<file path="config.mk">
export PLATFORM = sky130hd
export DESIGN_NAME = run_merger
export DESIGN_NICKNAME = d
export VERILOG_FILES = /design/src/merge_pkg.sv /design/src/bitonic_stage.sv /design/src/merge_control.sv /design/src/merge_fifo.sv /design/src/run_merger.sv
export SDC_FILE = /design/constraint.sdc
export NUM_CORES = 2
export LEC_CHECK = 0
export ABC_AREA = 1
export BUFFER_PORTS_ARGS = -buffer_cell sky130_fd_sc_hd__buf_2
export CAP_MARGIN = 20
export CELL_PAD_IN_SITES_DETAIL_PLACEMENT = 1
export CELL_PAD_IN_SITES_GLOBAL_PLACEMENT = 1
export CORE_ASPECT_RATIO = 1.5
export CORE_MARGIN = 1.5
export CORE_UTILIZATION = 56
export DETAILED_ROUTE_END_ITERATION = 10
export PLACE_DENSITY = 0.87
export SLEW_MARGIN = 20
export SYNTH_ARGS = -nofsm -noshare
export SYNTH_HDL_FRONTEND = slang
export SYNTH_HIERARCHICAL = 1
export SYNTH_SLANG_ARGS = --single-unit
</file>
<file path="constraint.sdc">
create_clock -name i_clk -period 10.35 [get_ports i_clk]
set_input_delay 0.5175 -clock i_clk [delete_from_list [all_inputs] [get_ports i_clk]]
set_output_delay 0.5175 -clock i_clk [all_outputs]
set_load 0.05 [all_outputs]
</file>
<file path="src/merge_pkg.sv">
package merge_pkg;

   localparam int KEY_W_DEFAULT      = 32;   // Key width
   localparam int FIFO_DEPTH_DEFAULT = 16;   // Entries per buffer

   // A zero key closes a run; real keys are always nonzero
   localparam logic [KEY_W_DEFAULT-1:0] RUN_END = '0;

   typedef enum logic {
      SEL_A = 1'b0,   // Take from buffer A
      SEL_B = 1'b1    // Take from buffer B
   } sel_e;

endpackage

</file>
<file path="src/bitonic_stage.sv">
`timescale 1ns/1ps

module bitonic_stage #(
   parameter int KEY_W = merge_pkg::KEY_W_DEFAULT
) (
   input  logic             i_clk,
   input  logic             i_arst_n,
   input  logic             i_stall,
   input  logic             i_switch,
   input  logic [KEY_W-1:0] i_top,
   input  logic [KEY_W-1:0] i_elem_0,
   input  logic [KEY_W-1:0] i_elem_1,
   output logic [KEY_W-1:0] o_elem_0,
   output logic [KEY_W-1:0] o_elem_1,
   output logic [KEY_W-1:0] o_top,
   output logic             o_switch,
   output logic             o_stall
);

   logic             swap;
   logic [KEY_W-1:0] lo;
   logic [KEY_W-1:0] hi;

   assign swap = (i_elem_1 < i_elem_0);
   assign lo   = swap ? i_elem_1 : i_elem_0;   // Smaller to port 0
   assign hi   = swap ? i_elem_0 : i_elem_1;

   // A stalled input is a bubble, so the held pair is never written out
   always_ff @(posedge i_clk or negedge i_arst_n) begin
      if (!i_arst_n) begin
         o_stall  <= 1'b1;
         o_switch <= 1'b0;
      end else begin
         o_stall <= i_stall;
         if (!i_stall) begin
            o_switch <= i_switch;
         end
      end
   end

   always_ff @(posedge i_clk) begin
      if (!i_stall) begin
         o_elem_0 <= lo;
         o_elem_1 <= hi;
         o_top    <= i_top;   // Newest key rides along
      end
   end

endmodule

</file>
<file path="src/merge_control.sv">
`timescale 1ns/1ps

module merge_control #(
   parameter int KEY_W      = merge_pkg::KEY_W_DEFAULT,
   parameter int FIFO_DEPTH = merge_pkg::FIFO_DEPTH_DEFAULT
) (
   input  logic                            i_clk,
   input  logic                            i_arst_n,
   input  logic [KEY_W-1:0]                i_a_head,
   input  logic [KEY_W-1:0]                i_b_head,
   input  logic                            i_a_empty,
   input  logic                            i_b_empty,
   input  logic [$clog2(FIFO_DEPTH+1)-1:0] i_out_free,
   output merge_pkg::sel_e                 o_sel,
   output logic                            o_stall,
   output logic                            o_switch,
   output logic                            o_a_deq,
   output logic                            o_b_deq
);

   localparam int CNT_W = $clog2(FIFO_DEPTH + 1);

   logic             a_end;
   logic             b_end;
   logic             both_end;
   logic             a_le_b;
   logic             heads_ok;
   logic             room;
   logic [2:0]       issued;   // Keys now in key reg, s1 and s2
   logic [CNT_W-1:0] need;

   assign a_end    = (i_a_head == KEY_W'(merge_pkg::RUN_END));
   assign b_end    = (i_b_head == KEY_W'(merge_pkg::RUN_END));
   assign both_end = a_end & b_end;
   assign a_le_b   = (i_a_head <= i_b_head);

   // A zero head ranks above every key
   always_comb begin
      if (a_end && !b_end) begin
         o_sel = merge_pkg::SEL_B;   // Drain B once the A run is done
      end else if (b_end && !a_end) begin
         o_sel = merge_pkg::SEL_A;
      end else if (a_le_b) begin
         o_sel = merge_pkg::SEL_A;   // Ties go to A
      end else begin
         o_sel = merge_pkg::SEL_B;
      end
   end

   // Both heads are needed to decide, even when one side has ended.
   // The output buffer must take the new key plus everything in flight.
   assign heads_ok = ~i_a_empty & ~i_b_empty;
   assign need     = CNT_W'(1) + CNT_W'(issued[0]) + CNT_W'(issued[1])
                   + CNT_W'(issued[2]);
   assign room     = (i_out_free >= need);
   assign o_stall  = ~heads_ok | ~room;

   // Larger output carries the newest key, smaller the terminator
   assign o_switch = ~both_end;

   // Terminator pair is consumed from both sides in one cycle
   assign o_a_deq = ~o_stall & ((o_sel == merge_pkg::SEL_A) | both_end);
   assign o_b_deq = ~o_stall & ((o_sel == merge_pkg::SEL_B) | both_end);

   always_ff @(posedge i_clk or negedge i_arst_n) begin
      if (!i_arst_n) begin
         issued <= '0;
      end else begin
         issued <= {issued[1:0], ~o_stall};
      end
   end

endmodule

</file>
<file path="src/merge_fifo.sv">
`timescale 1ns/1ps

module merge_fifo #(
   parameter int KEY_W      = merge_pkg::KEY_W_DEFAULT,
   parameter int FIFO_DEPTH = merge_pkg::FIFO_DEPTH_DEFAULT
) (
   input  logic                            i_clk,
   input  logic                            i_arst_n,
   input  logic                            i_enq,
   input  logic                            i_deq,
   input  logic [KEY_W-1:0]                i_data,
   output logic [KEY_W-1:0]                o_data,
   output logic                            o_empty,
   output logic                            o_full,
   output logic [$clog2(FIFO_DEPTH+1)-1:0] o_free
);

   localparam int PTR_W = (FIFO_DEPTH > 1) ? $clog2(FIFO_DEPTH) : 1;
   localparam int CNT_W = $clog2(FIFO_DEPTH + 1);

   logic [KEY_W-1:0] mem [FIFO_DEPTH];
   logic [PTR_W-1:0] wr_ptr;
   logic [PTR_W-1:0] rd_ptr;
   logic [CNT_W-1:0] count;
   logic             do_enq;
   logic             do_deq;

   function automatic logic [PTR_W-1:0] next_ptr(input logic [PTR_W-1:0] ptr);
      if (ptr == PTR_W'(FIFO_DEPTH - 1)) begin
         return '0;   // Wrap for any depth
      end
      return ptr + 1'b1;
   endfunction

   assign do_enq = i_enq & ~o_full;    // Write to a full buffer is dropped
   assign do_deq = i_deq & ~o_empty;

   assign o_empty = (count == '0);
   assign o_full  = (count == CNT_W'(FIFO_DEPTH));
   assign o_free  = CNT_W'(FIFO_DEPTH) - count;
   assign o_data  = mem[rd_ptr];       // Head word always visible

   always_ff @(posedge i_clk or negedge i_arst_n) begin
      if (!i_arst_n) begin
         wr_ptr <= '0;
         rd_ptr <= '0;
         count  <= '0;
      end else begin
         if (do_enq) begin
            wr_ptr <= next_ptr(wr_ptr);
         end
         if (do_deq) begin
            rd_ptr <= next_ptr(rd_ptr);
         end
         case ({do_enq, do_deq})
            2'b10:   count <= count + 1'b1;
            2'b01:   count <= count - 1'b1;
            default: count <= count;   // Idle or both at once
         endcase
      end
   end

   always_ff @(posedge i_clk) begin
      if (do_enq) begin
         mem[wr_ptr] <= i_data;
      end
   end

endmodule

</file>
<file path="src/run_merger.sv">
`timescale 1ns/1ps

module run_merger #(
   parameter int KEY_W      = merge_pkg::KEY_W_DEFAULT,
   parameter int FIFO_DEPTH = merge_pkg::FIFO_DEPTH_DEFAULT
) (
   input  logic             i_clk,
   input  logic             i_arst_n,
   input  logic [KEY_W-1:0] i_in_a_data,
   input  logic             i_in_a_empty,
   input  logic [KEY_W-1:0] i_in_b_data,
   input  logic             i_in_b_empty,
   output logic             o_in_a_read,
   output logic             o_in_b_read,
   input  logic             i_out_ready,
   output logic             o_out_write,
   output logic [KEY_W-1:0] o_out_data
);

   localparam int CNT_W = $clog2(FIFO_DEPTH + 1);

   logic [KEY_W-1:0] a_head;
   logic [KEY_W-1:0] b_head;
   logic             a_empty;
   logic             b_empty;
   logic             a_full;
   logic             b_full;
   logic             c_empty;
   logic [CNT_W-1:0] c_free;

   merge_pkg::sel_e  ctrl_sel;
   logic             ctrl_stall;
   logic             ctrl_switch;
   logic             a_deq;
   logic             b_deq;

   logic [KEY_W-1:0] r_a;          // Last key taken from A
   logic [KEY_W-1:0] r_b;          // Last key taken from B
   logic [KEY_W-1:0] r_top;        // Newest key
   logic             key_stall;
   logic             key_switch;

   logic [KEY_W-1:0] s1_hi;
   logic [KEY_W-1:0] s1_top;
   logic             s1_switch;
   logic             s1_stall;
   logic [KEY_W-1:0] s2_lo;
   logic [KEY_W-1:0] s2_hi;
   logic             s2_switch;
   logic             s2_stall;

   logic [KEY_W-1:0] c_wdata;
   logic             c_enq;
   logic             ready_q;

   // Upstream word is taken on the same edge as the read strobe
   assign o_in_a_read = ~i_in_a_empty & ~a_full;
   assign o_in_b_read = ~i_in_b_empty & ~b_full;

   merge_fifo #(.KEY_W(KEY_W), .FIFO_DEPTH(FIFO_DEPTH)) buf_a (
      .i_clk    (i_clk),
      .i_arst_n (i_arst_n),
      .i_enq    (o_in_a_read),
      .i_deq    (a_deq),
      .i_data   (i_in_a_data),
      .o_data   (a_head),
      .o_empty  (a_empty),
      .o_full   (a_full),
      .o_free   ()
   );

   merge_fifo #(.KEY_W(KEY_W), .FIFO_DEPTH(FIFO_DEPTH)) buf_b (
      .i_clk    (i_clk),
      .i_arst_n (i_arst_n),
      .i_enq    (o_in_b_read),
      .i_deq    (b_deq),
      .i_data   (i_in_b_data),
      .o_data   (b_head),
      .o_empty  (b_empty),
      .o_full   (b_full),
      .o_free   ()
   );

   merge_control #(.KEY_W(KEY_W), .FIFO_DEPTH(FIFO_DEPTH)) ctrl (
      .i_clk      (i_clk),
      .i_arst_n   (i_arst_n),
      .i_a_head   (a_head),
      .i_b_head   (b_head),
      .i_a_empty  (a_empty),
      .i_b_empty  (b_empty),
      .i_out_free (c_free),
      .o_sel      (ctrl_sel),
      .o_stall    (ctrl_stall),
      .o_switch   (ctrl_switch),
      .o_a_deq    (a_deq),
      .o_b_deq    (b_deq)
   );

   // Terminator dequeues both zero heads, which clears r_a and r_b for the next run
   always_ff @(posedge i_clk or negedge i_arst_n) begin
      if (!i_arst_n) begin
         r_a        <= '0;
         r_b        <= '0;
         r_top      <= '0;
         key_stall  <= 1'b1;
         key_switch <= 1'b0;
      end else begin
         key_stall <= ctrl_stall;
         if (!ctrl_stall) begin
            key_switch <= ctrl_switch;
            r_top      <= (ctrl_sel == merge_pkg::SEL_A) ? a_head : b_head;
         end
         if (a_deq) begin
            r_a <= a_head;
         end
         if (b_deq) begin
            r_b <= b_head;
         end
      end
   end

   bitonic_stage #(.KEY_W(KEY_W)) net_s1 (
      .i_clk    (i_clk),
      .i_arst_n (i_arst_n),
      .i_stall  (key_stall),
      .i_switch (key_switch),
      .i_top    (r_top),
      .i_elem_0 (r_a),
      .i_elem_1 (r_b),
      .o_elem_0 (),
      .o_elem_1 (s1_hi),
      .o_top    (s1_top),
      .o_switch (s1_switch),
      .o_stall  (s1_stall)
   );

   // Second pair is the newest key against the larger of the last two
   bitonic_stage #(.KEY_W(KEY_W)) net_s2 (
      .i_clk    (i_clk),
      .i_arst_n (i_arst_n),
      .i_stall  (s1_stall),
      .i_switch (s1_switch),
      .i_top    (s1_top),
      .i_elem_0 (s1_top),
      .i_elem_1 (s1_hi),
      .o_elem_0 (s2_lo),
      .o_elem_1 (s2_hi),
      .o_top    (),
      .o_switch (s2_switch),
      .o_stall  (s2_stall)
   );

   assign c_wdata = s2_switch ? s2_hi : s2_lo;
   assign c_enq   = ~s2_stall;   // Room was reserved at issue

   always_ff @(posedge i_clk or negedge i_arst_n) begin
      if (!i_arst_n) begin
         ready_q <= 1'b0;
      end else begin
         ready_q <= i_out_ready;
      end
   end

   assign o_out_write = ready_q & ~c_empty;

   merge_fifo #(.KEY_W(KEY_W), .FIFO_DEPTH(FIFO_DEPTH)) buf_c (
      .i_clk    (i_clk),
      .i_arst_n (i_arst_n),
      .i_enq    (c_enq),
      .i_deq    (o_out_write),
      .i_data   (c_wdata),
      .o_data   (o_out_data),
      .o_empty  (c_empty),
      .o_full   (),
      .o_free   (c_free)
   );

endmodule

</file>
==> flow_metrics.py <==
metrics = {
    "timing": {
        "setup_viol": 0,
        "slew_violations": 0,
        "maxSlewHeadroom_pct": 16.3,
        "fin_crit_ns": 7.68,
        "fmax_mhz": 130,
        "skew_ns": 0.0486,
        "postLayoutSetupSlackWorst_ns": 2.67,
        "period_share_pct": 74.2,
        "rsz0062_at_grt": "no",
        "hold_viol_final": 0,
        "max_slew.worst_pin.slew_ns": 1.26,
        "timing.setup.tns_ns": 0,
    },
    "grt": {
        "grt_max_degree": 211,
        "grt_pass1_vias": 60046,
        "antenna_found_initial": 16,
        "grtUsageTotal_pct": 34.2,
        "grt_first_pass_wirelength_um": 362000,
        "grt-ovfl-total": 0,
    },
    "layout": {
        "register_area_um2": 53600,
        "fill_cells": 14169,
        "nets": 7174,
        "fin_util_pct": 61.6,
        "multi_input_area_um2": 20700,
        "final_area_um2": 85200,
        "drive_gt1_share_pct": 9.36,
        "syn_to_final_growth_pct": 8.97,
    },
    "setup_path": {
        "slowest_stage": "buf_4",
        "path_class": "flip-flop to flip-flop",
        "worstPathMaxFanout": 143,
        "critPathCaptureType": "flip-flop",
        "cp.required_ns": 11.08,
        "start_kind": "flip-flop",
        "slowest_delay_ns": 0.99,
        "cp-startpoint": "buf_a/rd_ptr[0]",
        "crit_top_cell": "nand2_1",
        "r2r-start": "buf_a/rd_ptr[0]",
        "r2r_setup_slack_ns": 2.67,
        "worst_ep_arrival_time_ns": 8.42,
    },
    "placed_design": {
        "pre_cts_ws_ns": 3.22,
        "io_buffers": 103,
        "gp_congestion": 0.850,
        "place_area_um2": 79600,
        "dp_hpwl_um": 133000,
    },
    "clocking": {
        "ctsRootBufferMaster": "clkbuf_16",
        "cts_num_sinks": 1809,
        "path_clk_slew_ns": 0.07,
        "clockBufferDepth": 3,
        "cts.repair.resized": 0,
        "cts_setup_buffers": 0,
        "numCtsBuffers": 166,
        "cts_max_level": 4,
        "cts_tree": "yes",
        "cts_hold_buf": 3,
        "clock_latency_ns": 0.86,
    },
    "die": {
        "rows": 167,
        "start_util_pct": 56.5,
        "die_h_um": 461,
        "die_area_um2": 142000,
        "core_area_um2": 138000,
        "die_w_um": 308,
        "io_pins": 104,
    },
    "pwr": {
        "leakage_nw": 32.2,
        "powerDensity_nw_per_um2": 376,
        "peakVddDrop_mv": 0.415,
    },
    "route": {
        "drt_pass1_iterations": 5,
        "drt-total-wl_um": 242000,
        "routed-via-count": 54833,
        "postRouteAntennaNets": 0,
        "drt_iter0_drc": 5495,
        "vias_per_cell": 6.10,
        "post_drt_wl_per_cell_um": 26.9,
        "drc_errors": 0,
    },
    "job": {
        "drv_cap": 0,
    },
    "min_path": {
        "holdCritPathClass": "input pin to flip-flop",
        "hold_start": "i_in_a_data[16]",
    },
    "yosys": {
        "ys.warnings.count": 6,
        "synth_area_per_cell_um2": 11.2,
        "synthesis.nets": 7155,
        "synthesis.area_um2": 78200,
        "syn_inst": 6954,
    },
    "outcome": {
        "outcome": "finished, final reports clean",
    },
}
routing by layer:
| layer | share of wire (%) | vias to the layer above | global-route usage, % |
|---|---|---|---|
| met2 | 52 | 2681 | 60.9 |
| met1 | 34 | 27515 | 37.2 |
| li1 | - | 23756 | - |
| met5 | 0.0099 | - | 0 |
| met3 | 6.9 | 877 | 6.02 |
| met4 | 6.6 | 4 | 22.9 |
cells in the final DEF (no fill, tap or decap), types with 4 or more instances in the layout:
cell        instances
clkinvlp_4          6
clkbuf_8            8
o21ai_1           143
a21oi_1           111
o211ai_1          101
buf_4             119
edfxtp_1         1664
inv_1             386
dfrtp_1           135
nand2_1          1101
nor2_1           1571
buf_2             102
clkbuf_1           33
o21ai_0           698
inv_2               9
nand2_2            24
diode_2            16
dfrtp_4             6
nand4_1            21
inv_6              10
clkinv_1           39
ha_1              131
xor2_1              8
inv_4               4
bufinv_16          16
nand3_2            84
clkinv_2           26
nand3_1           283
clkbuf_16         172
nor2_4             54
nor3_1              5
xnor2_1             7
per-stage QoR:
stage,power (W),hold slack [ns],std cells
6_report,0.0320,0.0445,8990
4_1_cts,0.0318,0.00357,8974
5_1_grt,0.0335,0.0488,8983
2_1_floorplan,0.0208,0.222,6954
3_5_place_dp,0.0250,0.363,8661
3_3_place_gp,0.0238,0.360,8661
critical path: cells and delay by family, from the launching register on:
kind,cells,cell delay (ns)
AOI/OAI and AO/OA,2,0.50
buffers and inverters,8,2.85
and+or+nand+nor,18,2.53
adders and majority gates,3,0.80
DFF,1,0.74
where the power goes:
group          internal [W]  leakage, nW  switching [W]
registers            0.0102         16.9       0.000917
clock network       0.00351         2.67        0.00286
logic               0.00370         12.6         0.0108
total                0.0174         32.2         0.0146
sequential cells by signal, summed over array words and instances, names as in the netlist, 3 cells and up:
register         count
buf_a/count          5
buf_a/mem          512
buf_a/rd_ptr         4
buf_a/wr_ptr         4
buf_b/count          5
buf_b/mem          512
buf_b/rd_ptr         4
buf_b/wr_ptr         4
buf_c/count          5
buf_c/mem          512
buf_c/rd_ptr         4
buf_c/wr_ptr         4
ctrl/issued          3
net_s1/o_elem_1     32
net_s1/o_top        32
net_s2/o_elem_0     32
net_s2/o_elem_1     32
r_a                 32
r_b                 32
r_top               32
cell type report:
cell class,count,area share [%]
multi-input cells,4363,24.3
diodes,16,0.0470
clock buffers,213,5.33
well taps,1859,2.73
clock inverters,97,1.10
flip-flops and latches,1809,62.9
repair buffers,227,1.73
inverters,406,1.82
worst paths after layout:
| path | end | depth (start not counted) |
|---|---|---|
| max in group asynchronous | buf_c/rd_ptr[1] | 3 |
| max reg2reg | buf_b/count[4] | 31 |
| min reg2reg | net_s2/o_stall | 0 |
| max | buf_b/count[4] | 31 |
| min | buf_a/mem[7][16] | 1 |
| min in group asynchronous | buf_b/wr_ptr[2] | 2 |
(Power assumes the default switching activity.)
